$ cat src/verilog/gp_settings.svh
// constants shared by the scan-out prefetcher
// a beat carries four pixel words and a buffer half holds exactly two beats
// address layout is zeros, frame, y, x/8, two zero bits, from the top down
// line widths are limited to 10 bits and must be multiples of 8

`ifndef GP_SETTINGS_SVH
`define GP_SETTINGS_SVH

// data path widths
`define GP_BEAT_W 128
`define GP_WORD_W 32

// ping-pong store
`define GP_BUF_WORDS 16
`define GP_HALF_WORDS 8

// DRAM read address layout
`define GP_ADDR_W 31
`define GP_FRAME_W 6
`define GP_Y_W 10
`define GP_XB_W 7

// line width
`define GP_WIDTH_W 10
`define GP_DEFAULT_WIDTH 10'd800

`endif

$ cat src/verilog/gp_pkg.sv
// types shared between decode, fetch and pixel buffer
// command word is 32 bits, opcode always in the top two bits

`include "gp_settings.svh"

package gp_pkg;

   // command kinds, code 0 is ignored by the decoder
   typedef enum logic [1:0] {
      GP_OP_START = 2'd1,
      GP_OP_WIDTH = 2'd2,
      GP_OP_ABORT = 2'd3
   } gp_opcode_e;

   // ----------------------------------------
   // command word views
   // ----------------------------------------
   typedef struct packed {
      gp_opcode_e                 opcode;
      logic [29-`GP_FRAME_W:0]    rsvd;
      logic [`GP_FRAME_W-1:0]     frame_idx;   // frame slot in DRAM
   } gp_cmd_start_s;

   typedef struct packed {
      gp_opcode_e                 opcode;
      logic [29-`GP_WIDTH_W:0]    rsvd;
      logic [`GP_WIDTH_W-1:0]     width;       // pixels per line
   } gp_cmd_width_s;

   typedef union packed {
      gp_cmd_start_s start_v;
      gp_cmd_width_s width_v;
   } gp_cmd_u;

   // decode to fetch
   typedef struct packed {
      logic                       start;       // one-cycle pulse
      logic                       abort;       // one-cycle pulse
      logic [`GP_FRAME_W-1:0]     frame_idx;
      logic [`GP_WIDTH_W-1:0]     width;
   } gp_frame_s;

   // fetch to pixel buffer
   typedef struct packed {
      logic beat_we;      // beat data valid this cycle
      logic half_sel;     // target half of the beat
      logic beat_idx;     // 0 = words 0..3, 1 = words 4..7
      logic half_done;    // cycle after beat 1
      logic running;      // level, frame in progress
   } gp_fetch_s;

endpackage

$ cat src/verilog/gp_cmd_decode.sv
// command word decoder
// start and abort leave as one-cycle pulses one cycle after cmd_valid
// frame index and line width are held until the next matching command
// a width command takes effect at the next start, not mid-frame

`include "gp_settings.svh"

module gp_cmd_decode (
   input  logic              clk,
   input  logic              rst,
   input  gp_pkg::gp_cmd_u   cmd,
   input  logic              cmd_valid,
   output gp_pkg::gp_frame_s frame
);

   gp_pkg::gp_opcode_e op;
   logic               is_width;

   // opcode sits in the same place in both views
   assign op       = cmd.start_v.opcode;
   assign is_width = cmd_valid && (op == gp_pkg::GP_OP_WIDTH);

   // ----------------------------------------
   // command register
   // ----------------------------------------
   always_ff @(posedge clk) begin
      if (rst) begin
         frame.start     <= 1'b0;
         frame.abort     <= 1'b0;
         frame.frame_idx <= '0;
         frame.width     <= `GP_DEFAULT_WIDTH;
      end else begin
         frame.start <= 1'b0;   // pulses by default
         frame.abort <= 1'b0;
         if (cmd_valid) begin
            case (op)
               gp_pkg::GP_OP_START: begin
                  frame.start     <= 1'b1;
                  frame.frame_idx <= cmd.start_v.frame_idx;
               end
               gp_pkg::GP_OP_WIDTH: begin
                  frame.width <= cmd.width_v.width;
               end
               gp_pkg::GP_OP_ABORT: begin
                  frame.abort <= 1'b1;
               end
               default: begin
                  frame.start <= 1'b0;   // code 0, nothing to do
               end
            endcase
         end
      end
   end

   // widths must be whole bursts of 8 pixels
   a_width_legal: assert property (
      @(posedge clk) disable iff (rst)
      is_width |-> (cmd.width_v.width >= `GP_WIDTH_W'(8)) &&
                   (cmd.width_v.width[2:0] == 3'd0)
   );

endmodule

$ cat src/verilog/gp_burst_fetch.sv
// burst fetch engine, one 8-pixel burst outstanding at a time
// af_wr_en holds with a steady address until the address FIFO takes it
// beats owed by an aborted burst are counted and dropped on arrival
// y wraps at 10 bits; frame height is left to the display side

`include "gp_settings.svh"

module gp_burst_fetch (
   input  logic                   clk,
   input  logic                   rst,
   input  gp_pkg::gp_frame_s      frame,
   input  logic [1:0]             half_free,
   input  logic                   af_full,
   output logic                   af_wr_en,
   output logic [`GP_ADDR_W-1:0]  af_addr,
   input  logic                   rdf_valid,
   input  logic [`GP_BEAT_W-1:0]  rdf_data,
   output gp_pkg::gp_fetch_s      fetch,
   output logic [`GP_BEAT_W-1:0]  beat
);

   localparam int FIELD_W = `GP_FRAME_W + `GP_Y_W + `GP_XB_W + 2;

   typedef enum logic [2:0] {
      S_IDLE,
      S_REQ,
      S_BEAT0,
      S_BEAT1,
      S_WAIT
   } state_e;

   state_e                  state;
   logic [`GP_WIDTH_W-1:0]  x;
   logic [`GP_Y_W-1:0]      y;
   logic [`GP_FRAME_W-1:0]  cur_frame;
   logic [`GP_WIDTH_W-1:0]  cur_width;
   logic                    half;        // half the current burst fills
   logic [`GP_WIDTH_W:0]    x_next;
   logic                    line_end;
   logic                    accept;
   logic                    take;
   logic [1:0]              owed;        // beats still due for this burst
   logic [2:0]              stale;
   logic [2:0]              stale_next;

   assign af_wr_en = (state == S_REQ);
   assign af_addr  = {{(`GP_ADDR_W - FIELD_W){1'b0}}, cur_frame, y,
                      x[`GP_WIDTH_W-1 -: `GP_XB_W], 2'b00};

   assign accept   = af_wr_en && !af_full;
   assign take     = rdf_valid && (stale == 3'd0) &&
                     (state == S_BEAT0 || state == S_BEAT1);
   assign x_next   = {1'b0, x} + (`GP_WIDTH_W+1)'(8);
   assign line_end = (x_next >= {1'b0, cur_width});

   // ----------------------------------------
   // burst FSM and x/y walk
   // ----------------------------------------
   always_ff @(posedge clk) begin
      if (rst) begin
         state <= S_IDLE;
         x     <= '0;
         y     <= '0;
         half  <= 1'b0;
      end else if (frame.abort) begin
         state <= S_IDLE;
      end else begin
         case (state)
            S_IDLE: if (frame.start) begin
               state <= S_REQ;
               x     <= '0;
               y     <= '0;
               half  <= 1'b0;   // always begin on half 0
            end
            S_REQ: if (accept) begin
               state <= S_BEAT0;
               if (line_end) begin
                  x <= '0;
                  y <= y + 1'b1;
               end else begin
                  x <= x_next[`GP_WIDTH_W-1:0];
               end
            end
            S_BEAT0: if (take) state <= S_BEAT1;
            S_BEAT1: if (take) begin
               half  <= ~half;
               state <= half_free[~half] ? S_REQ : S_WAIT;
            end
            S_WAIT: if (half_free[half]) state <= S_REQ;
            default: state <= S_IDLE;
         endcase
      end
   end

   // frame and width are sampled once per frame
   always_ff @(posedge clk) begin
      if (state == S_IDLE && frame.start) begin
         cur_frame <= frame.frame_idx;
         cur_width <= frame.width;
      end
   end

   // ----------------------------------------
   // beats to the pixel buffer
   // ----------------------------------------
   always_ff @(posedge clk) begin
      if (rst || frame.abort) begin
         fetch <= '0;
      end else begin
         fetch.beat_we   <= take;
         fetch.half_done <= fetch.beat_we & fetch.beat_idx;
         if (take) begin
            fetch.half_sel <= half;   // held through half_done
            fetch.beat_idx <= (state == S_BEAT1);
         end
         if (state == S_IDLE && frame.start) fetch.running <= 1'b1;
      end
   end

   always_ff @(posedge clk) begin
      if (take) beat <= rdf_data;
   end

   // ----------------------------------------
   // leftover beats after abort
   // ----------------------------------------
   always_comb begin
      case (state)
         S_REQ:   owed = accept ? 2'd2 : 2'd0;
         S_BEAT0: owed = 2'd2;
         S_BEAT1: owed = 2'd1;
         default: owed = 2'd0;
      endcase
   end

   always_comb begin
      stale_next = stale;
      if (rdf_valid && stale != 3'd0) stale_next = stale_next - 3'd1;
      if (frame.abort) stale_next = stale_next + {1'b0, owed} - {2'b00, take};
   end

   always_ff @(posedge clk) begin
      if (rst) stale <= 3'd0;
      else     stale <= stale_next;
   end

   a_addr_hold: assert property (
      @(posedge clk) disable iff (rst)
      af_wr_en && af_full && !frame.abort |=> af_wr_en && $stable(af_addr)
   );

   // a beat not owed to an aborted burst must find the FSM waiting for it
   a_beat_in_state: assert property (
      @(posedge clk) disable iff (rst)
      rdf_valid && (stale == 3'd0) |-> (state == S_BEAT0 || state == S_BEAT1)
   );

endmodule

$ cat src/verilog/gp_pixel_buffer.sv
// ping-pong pixel store, two halves of eight words
// reader waits for half 0, then gives one word per cycle
// pixel is only meaningful while reading is high and stall is low
// dropping fetch.running empties the store and parks the reader

`include "gp_settings.svh"

module gp_pixel_buffer (
   input  logic                   clk,
   input  logic                   rst,
   input  gp_pkg::gp_fetch_s      fetch,
   input  logic [`GP_BEAT_W-1:0]  beat,
   output logic [1:0]             half_free,
   output logic [`GP_WORD_W-1:0]  pixel,
   output logic                   stall
);

   localparam int PTR_W      = $clog2(`GP_BUF_WORDS);
   localparam int HALF_W     = $clog2(`GP_HALF_WORDS);
   localparam int BEAT_WORDS = `GP_BEAT_W / `GP_WORD_W;

   logic [`GP_WORD_W-1:0] mem [`GP_BUF_WORDS];
   logic [1:0]            written;     // per half, filled and not yet left
   logic [PTR_W-1:0]      rd_ptr;
   logic                  rd_active;
   logic                  reading;
   logic                  at_last;
   logic                  other_ready;
   logic                  advance;
   logic [PTR_W-1:0]      wr_base;

   // ----------------------------------------
   // write side
   // ----------------------------------------
   assign wr_base = {fetch.half_sel, fetch.beat_idx, {(PTR_W-2){1'b0}}};

   always_ff @(posedge clk) begin
      if (fetch.beat_we) begin
         for (int i = 0; i < BEAT_WORDS; i++) begin
            mem[wr_base + PTR_W'(i)] <= beat[i*`GP_WORD_W +: `GP_WORD_W];
         end
      end
   end

   // ----------------------------------------
   // read side
   // ----------------------------------------
   assign reading     = rd_active & fetch.running;
   assign at_last     = (rd_ptr[HALF_W-1:0] == HALF_W'(`GP_HALF_WORDS - 1));
   assign other_ready = written[~rd_ptr[PTR_W-1]];
   assign advance     = reading && (!at_last || other_ready);

   assign stall     = reading && at_last && !other_ready;
   assign half_free = ~written;
   assign pixel     = mem[rd_ptr];

   always_ff @(posedge clk) begin
      if (rst || !fetch.running) begin
         rd_active <= 1'b0;
         rd_ptr    <= '0;
         written   <= 2'b00;
      end else begin
         // leaving a half hands it back to fetch
         if (advance && at_last) written[rd_ptr[PTR_W-1]] <= 1'b0;
         if (fetch.half_done) begin
            written[fetch.half_sel] <= 1'b1;
            if (!fetch.half_sel) rd_active <= 1'b1;   // first half starts the reader
         end
         if (advance) rd_ptr <= rd_ptr + 1'b1;       // wraps 15 -> 0
      end
   end

   // fetch must only target the half the reader is not in
   a_no_overwrite: assert property (
      @(posedge clk) disable iff (rst)
      fetch.beat_we && reading |-> fetch.half_sel != rd_ptr[PTR_W-1]
   );

endmodule

$ cat src/verilog/gp_scan_top.sv
// scan-out prefetcher top level
// address FIFO takes af_addr in cycles with af_wr_en high and af_full low
// read FIFO must deliver two beats per accepted address, in order
// pixel is a 32-bit word, valid on cycles the reader runs without stall

`include "gp_settings.svh"

module gp_scan_top (
   input  logic                   clk,
   input  logic                   rst,
   input  gp_pkg::gp_cmd_u        cmd,
   input  logic                   cmd_valid,
   input  logic                   af_full,
   output logic                   af_wr_en,
   output logic [`GP_ADDR_W-1:0]  af_addr,
   input  logic                   rdf_valid,
   input  logic [`GP_BEAT_W-1:0]  rdf_data,
   output logic [`GP_WORD_W-1:0]  pixel,
   output logic                   stall
);

   gp_pkg::gp_frame_s      frame;
   gp_pkg::gp_fetch_s      fetch;
   logic [`GP_BEAT_W-1:0]  beat;
   logic [1:0]             half_free;

   gp_cmd_decode gp_cmd_decode_inst (
      .clk       (clk),
      .rst       (rst),
      .cmd       (cmd),
      .cmd_valid (cmd_valid),
      .frame     (frame)
   );

   gp_burst_fetch gp_burst_fetch_inst (
      .clk       (clk),
      .rst       (rst),
      .frame     (frame),
      .half_free (half_free),
      .af_full   (af_full),
      .af_wr_en  (af_wr_en),
      .af_addr   (af_addr),
      .rdf_valid (rdf_valid),
      .rdf_data  (rdf_data),
      .fetch     (fetch),
      .beat      (beat)
   );

   gp_pixel_buffer gp_pixel_buffer_inst (
      .clk       (clk),
      .rst       (rst),
      .fetch     (fetch),
      .beat      (beat),
      .half_free (half_free),
      .pixel     (pixel),
      .stall     (stall)
   );

endmodule

$ cat config.mk
export PLATFORM = sky130hd
export DESIGN_NAME = gp_scan_top
export DESIGN_NICKNAME = d
export VERILOG_FILES = /design/src/verilog/gp_pkg.sv /design/src/verilog/gp_cmd_decode.sv /design/src/verilog/gp_burst_fetch.sv /design/src/verilog/gp_pixel_buffer.sv /design/src/verilog/gp_scan_top.sv
export VERILOG_INCLUDE_DIRS = /design/src /design/src/verilog
export SDC_FILE = /design/constraint.sdc
export NUM_CORES = 1
export LEC_CHECK = 0
export ABC_CLOCK_PERIOD_IN_PS = 27800
export BUFFER_PORTS_ARGS = -buffer_cell sky130_fd_sc_hd__buf_2
export CORE_UTILIZATION = 64
export CTS_CLUSTER_SIZE = 10
export DETAILED_ROUTE_END_ITERATION = 12
export PLACE_DENSITY_LB_ADDON = 0.08
export SLEW_MARGIN = 40
export SYNTH_ARGS = -nofsm -noshare
export SYNTH_HDL_FRONTEND = slang
export SYNTH_SLANG_ARGS = --single-unit
$ cat constraint.sdc
create_clock -name clk -period 27.8 [get_ports clk]
set_input_delay 1.39 -clock clk [delete_from_list [all_inputs] [get_ports clk]]
set_output_delay 1.39 -clock clk [all_outputs]
set_load 0.02 [all_outputs]
=== Word-level counts from Yosys, hierarchy flattened ===
Memory sizes are Yosys's and may differ from the RTL's. A register that Yosys moved wholly into a read port is not among the register bits.
Index checks and enable logic that the tools add are counted.

* Flip-flop bits (word level): 201
* Bits in writable memories: 512
* Input port bits: 165
* Word-level logic and storage cells: 136
* Memories kept: 1

{| class="wikitable"
|+ Memory list
! name !! words !! width !! rd ports !! clocked after memory_dff !! write ports !! line !! text
|-
| gp_pixel_buffer_inst.mem || 16 || 32 || 1 || 1 || 4 || gp_pixel_buffer.sv:22 || <nowiki>logic [`GP_WORD_W-1:0] mem [`GP_BUF_WORDS];</nowiki>
|}

* Add/subtract/negate cells: 9
* $lt $le $gt $ge: 8
* Equality and inequality tests: 14
* Mux-type cells: 40
* Bitwise operators: 11
* Reductions and logical operators: 33

{| class="wikitable"
|+ Operators with widths
! cell !! number
|-
| 2-to-1 mux 10 bit || 5
|-
| case mux 10 bit (2 select lines) || 2
|-
| 2-to-1 mux 3 bit || 8
|-
| case mux 3 bit (5 select lines) || 1
|-
| 2-to-1 mux 1 bit || 14
|-
| adder 10 x 4 -> 11 bit (second input constant) || 1
|-
| greater-or-equal comparator 11 x 10 -> 1 bit || 1
|-
| logical AND 1 bit || 11
|-
| adder 10 x 1 -> 10 bit (second input constant) || 1
|-
| less-than comparator 1 x 2 -> 1 bit (second input constant) || 5
|-
| AND reduction 5 bit || 2
|-
| adder 4 x 1 -> 4 bit (second input constant) || 2
|-
| adder 4 x 2 -> 4 bit (second input constant) || 2
|-
| 2-to-1 mux 2 bit || 4
|-
| 2-to-1 mux 4 bit || 2
|-
| AND reduction 4 bit || 2
|-
| == test 3 x 2 -> 1 bit (second input constant) || 2
|-
| == test 3 bit (second input constant) || 2
|-
| logical NOT 3 bit || 2
|-
| != test 2 x 1 -> 1 bit (second input constant) || 3
|-
| != test 2 bit (second input constant) || 3
|-
| case mux 2 bit (3 select lines) || 1
|-
| AND reduction 2 bit || 3
|-
| NOT 1 bit || 5
|-
| 18 further kinds || 31
|}

=== Depth between registers and ports, before layout ===
Gate-level depths: netlist (run 1).

* Word-level depth: 10
* Gate-level depth with buffers: 14
* Mapped depth without buffers: 14

=== Modules after synthesis ===
From an unflattened synthesis (run 1), not the netlist that was laid out.

* Cells, all modules: 1289
* Area, all modules: 26618.0 um2

{| class="wikitable"
|+ By module, submodules not included
! module !! instances !! cells an instance !! area an instance (um2) !! sequential area each (um2)
|-
| gp_pixel_buffer || 1 || 830 || 19525.0 || 15595.0
|-
| gp_burst_fetch || 1 || 389 || 6357.3 || 4904.7
|-
| gp_cmd_decode || 1 || 70 || 735.7 || 360.3
|}

=== Worst setup path after synthesis (run 1) ===
OpenSTA, ideal clock, no wires.

* Kind: register -> register
* From: register, netlist name gp_burst_fetch_inst.fetch[3]
* To: memory gp_pixel_buffer_inst.mem[0][0] (netlist bit), enable pin
* Setup time: 0.797 ns
* Arrival time: 9.620 ns
* Setup slack: 17.383 ns
* Cell stages (with the launch flop): 2
* Cells stage by stage: dfxtp_1 -> nor3b_1

{| class="wikitable"
|+ RTL lines
! what !! line
|-
| end, declared || gp_pixel_buffer.sv:22
|}

==> metrics.md, run 1 <==
| Metric | Value |
|---|---|
| Placed Area | 0.0282 mm^2 |
| Clk_skew | 17.5 ps |
| Final setup vio count | 0 |
| Sw Share | 0.196 |
| Initial antenna violation count | 6 |
| Clock sinks | 714 |
| RSZ-0062 raised after global routing | false |
| Worst path depth | 4 |
| Hold_buf cts | 0 |
| Routed Antenna Nets | 0 |
| Post-synthesis sequential area ratio | 0.783 |
| Cts repair resizes | 0 |
| Synthesized area | 0.0266 mm^2 |
| Register-to-Register Setup Slack | 24750 ps |
| DP HPWL | 27400 um |
| Slowest stage delay, CP | 880 ps |
| WHS Path Cells | 0 |
| Delay-heaviest family, CP | multiplexers |
| Slew Limit Fails | 0 |
| Final Instance Count excl. Fillers | 2044 |
| Status | completed |
| Setup Crit Path Kind | reg -> out |
| Startpoint Class | flop |
| Crit-path cells | buf_6, mux4_2, mux4_2, buf_2 |
| Core ar. | 0.0409 mm^2 |
| Clock power share | 0.426 |
| Critical-path top delay cell | dfxtp_4 |
| Final min period | 4710 ps |
| Commonest non-fill, non-tap cell in the layout | edfxtp_1 |
| Met3 WL post-DR | 2660 um |
| Global-route wire length before repair | 73300 um |
| Number of buffers and inverters on the critical path | 2 |
| Number of fill cells in the layout | 2333 |
| Worst relative slew slack | 0.460 |
| Top FF cell, synth | edfxtp_1 |
| Die Wd | 206 um |
| Mapped Avg Cell Area | 21.6 um^2 |
| Pint | 1.74 mW |
| Hold Vio Cnt, Final | 0 |
| # rows | 74 |
| Yosys warns | 0 |
| Library cells used by synthesis | 61 |
| Clock transition at the registers of the reported paths | 50 ps |
| Full die area | 0.0424 mm^2 |
| Starting Density | 0.651 |
| CTS tree | yes |
| Worst reg2reg endpoint | gp_burst_fetch_inst.half |
| Min-Delay Endpoint | gp_burst_fetch_inst.cur_width[3] |
| NetSw | 0.425 mW |
| DRC errors left | 0 |
| Drt initial violations | 799 |
| # IOs | 230 |
| Via density | 6.07 |
| Data arrival time of the worst path | 3320 ps |
| Placed insts | 1924 |
| H-tree levels | 3 |
| DRT met1 WL | 19800 um |
| Routed wire per std cell | 23.5 um |
| Area Growth Syn to Fin | 14.6% |
| HP Start | gp_cmd_decode_inst.frame[3] |
| Max Freq | 212 MHz |
| Worst Slack Setup Final | 23090 ps |
| Die height | 206 um |
| Largest net degree at the start of global routing | 82 |
| Wire length on met2 | 24300 um |
| Overall power | 2.17 mW |
| CP Max Fanout | 76 |
| Fin crit share | 0.169 |
| Worst-margin pin slew | 809 ps |
| Fin nets | 1659 |
| Worst r2r path cells | 9 |
| P_leak | 9.86 nW |
| DR vias | 12400 |
| Post-synth EDFFs | 656 |
| Async SR Flop Fraction | 0 |
| Mapped Cells | 1234 |
| Most frequent CP cell | mux4_2 |
| Peak supply drop | 0.0572 mV |
| CTS max path bufs | 3 |
| Port bufs | 201 |
| Gate power share | 0.027 |
| Pre-antenna DRT Iters | 5 |
| Aggregate global routing overflow | 0 |
| Flops & latches, synth | 714 |
| Tot GR Track Use | 0.235 |
| Total wire length | 48000 um |
| Flop pwr share | 0.547 |
| RePlAce Congestion | 0.801 |
| Top Metal Used | met5 |
| Post-CTS setup buffer count | 0 |
| Worst Path Required | 26410 ps |
| Root Buffer | clkbuf_16 |
| Cell area after layout | 0.0305 mm^2 |
| Fin Setup TNS | 0 ps |
| Number of global-route vias before repair | 12700 |
| Power per Cell Area | 71.0 mW/mm^2 |
| Number of buffers created by CTS | 81 |
| Crit path capture type | output pin |
| Commonest non-fill, non-tap cells in the layout | edfxtp_1 (656), buf_2 (201), mux4_2 (160), clkbuf_16 (83), dfxtp_1 (54) |
| Fraction of layout cells with a size suffix above 1 | 0.322 |
| Max_cap viols | 0 |
| Reg2Reg Launch Point | gp_burst_fetch_inst.stale[0] |
| Worst-Skew Late Latency | 610 ps |
| Pre-CTS worst setup slack | 23530 ps |
| Worst Hold Class | reg -> reg |
-- worst max-delay path by stage --
stage / from / to
detailed placement: flop / pixel[3]
finish: flop / pixel[10]
global route: flop / pixel[10]
global placement: flop / pixel[3]
CTS: flop / pixel[10]
floorplan: gp_burst_fetch_inst.fetch[3] / gp_pixel_buffer_inst.mem[0][0]
-- cells by family (layout without fill, tap and decap cells) --
kind of cell             count (synthesis)  count (layout)  share of synthesized area
XOR/XNOR                                11              11                    0.00362
adder cells (fa/ha/maj)                 17              17                    0.00827
flip-flops                             714             714                      0.783
multiplexers                           176             176                      0.141
AND/OR/NAND/NOR                        153             153                     0.0298
AO/OA/AOI/OAI                           78              78                     0.0195
other                                    1              12                   0.000141
buffers and inverters                   84             351                     0.0140
-- area by class of cell --
type                       instances  area (um^2)  share of cell area
antenna                            4         10.0            0.000328
clock buffer                     107         2170              0.0710
clock inverter                     7         77.6             0.00254
inverter                          19         71.3             0.00234
multi-input combinational        443         5460               0.179
sequential                       714        20900               0.684
tap                              532          666              0.0218
timing repair buffer             218         1210              0.0397
-- flip-flops by register name, summed over array words and instances (netlist names), named ones only --
| register | cells |
|---|---|
| gp_pixel_buffer_inst.rd_active | 1 |
| gp_pixel_buffer_inst.mem | 512 |
| gp_burst_fetch_inst.stale | 3 |
| gp_burst_fetch_inst.half | 1 |
| gp_burst_fetch_inst.cur_width | 10 |
| gp_pixel_buffer_inst.rd_ptr | 4 |
| gp_burst_fetch_inst.state | 3 |
| gp_burst_fetch_inst.beat | 128 |
| gp_burst_fetch_inst.x | 7 |
| gp_burst_fetch_inst.cur_frame | 6 |
| gp_cmd_decode_inst.frame | 18 |
| gp_pixel_buffer_inst.written | 2 |
| gp_burst_fetch_inst.fetch | 5 |
| gp_burst_fetch_inst.y | 10 |
-- through the flow --
stage                     utilization  hold slack (ps)
final                           0.746              428
after global routing            0.746              444
after CTS                       0.745              430
after detailed placement        0.690              418
after global placement          0.689              415
after floorplan                     -              408
-- metal layers --
metal | global-route usage | vias up
li1 | - | 5535
met1 | 0.326 | 6376
met3 | 0.0494 | 108
met4 | 0.0725 | 10
met5 | 0 | -
met2 | 0.381 | 373
-- power by group through the flow --
stage / clock network [mW] / logic, mW / registers, mW
6_report: 0.923 / 0.0580 / 1.19
5_1_grt: 0.977 / 0.0644 / 1.19
4_1_cts: 0.940 / 0.0583 / 1.19
3_5_place_dp: 0 / 0.0575 / 1.21
3_3_place_gp: 0 / 0.0559 / 1.21
2_1_floorplan: 0 / 0.0385 / 1.21
-- synth_stat cells (4+ instances only) --
cell type,number,area share
a211oi_1,4,0.0011
a21oi_1,32,0.0060
buf_2,17,0.0032
buf_4,8,0.0023
clkbuf_1,39,0.0055
dfxtp_1,58,0.044
edfxtp_1,656,0.74
ha_1,16,0.0075
inv_1,19,0.0027
mux2i_1,15,0.0056
mux4_2,160,0.14
nand2_1,45,0.0063
nand2b_1,7,0.0016
nand3_1,10,0.0019
nand3b_1,7,0.0020
nand4_1,10,0.0023
nor2_1,34,0.0048
nor2b_1,4,0.00094
nor3_1,6,0.0011
nor3b_1,9,0.0025
o211ai_1,8,0.0023
o21ai_0,9,0.0017
or2_2,4,0.00094
xnor2_1,7,0.0023
xor2_1,4,0.0013
Power figures use the tool's default switching activity.
==> run 2, diff against run 1 <==
Settings changed: ABC_CLOCK_PERIOD_IN_PS 27800 to 4880, CORE_UTILIZATION 64 to 59.
Clock period 27.8 ns to 4.88 ns, I/O delays scaled along.
==> metrics.md, run 2 (synthesis results as in run 1) <==
| Metric | Value |
|---|---|
| Status | completed |
| Global-route wire length before repair | 77800 um |
| Commonest non-fill, non-tap cell in the layout | edfxtp_1 |
| Final Instance Count excl. Fillers | 2249 |
| Tot GR Track Use | 0.225 |
| CTS tree | yes |
| Full die area | 0.0460 mm^2 |
| Crit path capture type | output pin |
| Worst-margin pin slew | 776 ps |
| Commonest non-fill, non-tap cells in the layout | edfxtp_1 (656), buf_2 (200), mux4_2 (160), dlygate4sd3_1 (143), clkbuf_16 (81) |
| Clock sinks | 714 |
| DR vias | 12900 |
| Port bufs | 201 |
| Post-CTS setup buffer count | 0 |
| Placed insts | 1984 |
| # rows | 77 |
| P_leak | 10.4 nW |
| DRC errors left | 0 |
| Final core occ | 0.722 |
| Total wire length | 49600 um |
| Clk_skew | 14.1 ps |
| Worst Hold Class | in -> reg |
| Clock power share | 0.422 |
| Pint | 9.97 mW |
| Max reg flops | 512 |
| Startpoint Class | flop |
| Fin nets | 1802 |
| Number of buffers created by CTS | 81 |
| Critical-path top delay cell | dfxtp_4 |
| Worst relative slew slack | 0.483 |
| Data arrival time of the worst path | 3060 ps |
| RSZ-0062 raised after global routing | false |
| H-tree levels | 3 |
| Max_cap viols | 0 |
| Cell area after layout | 0.0321 mm^2 |
| Most frequent CP cell | mux4_2 |
| Root Buffer | clkbuf_16 |
| Number of fill cells in the layout | 2655 |
| Slowest stage delay, CP | 790 ps |
| Crit-path cells | buf_12, mux4_2, mux4_2, buf_2 |
| Worst Slack Setup Final | 1580 ps |
| Worst Path Required | 4640 ps |
| Pre-CTS worst setup slack | 1930 ps |
| Gate power share | 0.036 |
| Fin crit share | 0.677 |
| # IOs | 230 |
| Via density | 5.74 |
| Min Hold Slack | 78.2 ps |
| Routed Antenna Nets | 0 |
| Setup Crit Path Kind | reg -> out |
| Sw Share | 0.200 |
| Routed wire per std cell | 22.1 um |
| RePlAce Congestion | 0.794 |
| Hold Vio Cnt, Final | 0 |
| Initial antenna violation count | 0 |
| Largest reg by FF count | gp_pixel_buffer_inst.mem |
| Area Growth Syn to Fin | 20.5% |
| Final setup vio count | 0 |
| Largest net degree at the start of global routing | 129 |
| Overall power | 12.5 mW |
| ANT cells | 0 |
| Power per Cell Area | 388 mW/mm^2 |
| CTS max path bufs | 3 |
| Fin Setup TNS | 0 ps |
| Aggregate global routing overflow | 0 |
| Max Freq | 303 MHz |
| DP HPWL | 27500 um |
| Die Wd | 214 um |
| Pre-antenna DRT Iters | 5 |
| Final min period | 3300 ps |
| Slew Limit Fails | 0 |
| Die height | 214 um |
| Drt initial violations | 1023 |
| Placed Area | 0.0284 mm^2 |
| NetSw | 2.49 mW |
| Fraction of layout cells with a size suffix above 1 | 0.298 |
| Worst-Skew Late Latency | 610 ps |
| Clock transition at the registers of the reported paths | 50 ps |
| Starting Density | 0.600 |
| Multi-input gate area | 0.00549 mm^2 |
| Core ar. | 0.0444 mm^2 |
| Peak supply drop | 0.299 mV |
| Biggest registers after layout | gp_pixel_buffer_inst.mem x512, gp_burst_fetch_inst.beat x128, gp_cmd_decode_inst.frame x18 |
| CP Max Fanout | 84 |
| Number of global-route vias before repair | 13600 |
| Register area | 0.0209 mm^2 |
| Flop pwr share | 0.543 |
==> run 2: changes by cell type in the layout (fill, tap and decap cells not counted), sizes merged <==
| cell | change |
|---|---|
| clkinv | -3 |
| diode | -4 |
| inv | +4 |
| buf | +1 |
| dlygate4sd3 | +143 |
| clkbuf | +4 |
==> run 2: timing repair <==
action	in CTS	in global routing
endpoints found under the hold margin	147	0
gates resized for setup	0	0
hold buffers	143	0
==> run 2: layer usage <==
metal,track usage,vias to the layer above,routed length [um]
met1,0.315,6638,21300
met2,0.360,366,24700
li1,-,5809,-
met5,0,-,0
met4,0.0793,0,1270
met3,0.0421,96,2420
==> run 2: worst max-delay path: cells and delay by family (launching register included) <==
kind | cells | cell delay, ps
mux | 2 | 920
buf+inv | 2 | 690
flops | 1 | 790
==> run 2: area by class of cell <==
type                       count  share of cell area
clock buffer                 112              0.0668
clock inverter                 8             0.00238
inverter                      19             0.00222
multi-input combinational    443               0.171
sequential                   714               0.651
tap                          592              0.0231
timing repair buffer         361              0.0838
==> run 2: final timing paths <==
check,startpoint,endpoint,slack [ps],cells after the start
min reg2reg,gp_cmd_decode_inst.frame[13],gp_burst_fetch_inst.cur_frame[3],430,0
max reg2reg,gp_burst_fetch_inst.x[5],gp_burst_fetch_inst.y[3],1890,9
max,flop,pixel[5],1580,4
min,rst,gp_cmd_decode_inst.frame[10],80,2
==> run 2: power groups by stage <==
stage,Combinational [mW],Clock [mW],Sequential [mW]
after floorplan,0.238,0,6.87
after global placement,0.338,0,6.88
after detailed placement,0.347,0,6.89
after CTS,0.443,5.35,6.76
after global routing,0.494,5.57,6.77
final,0.444,5.26,6.76
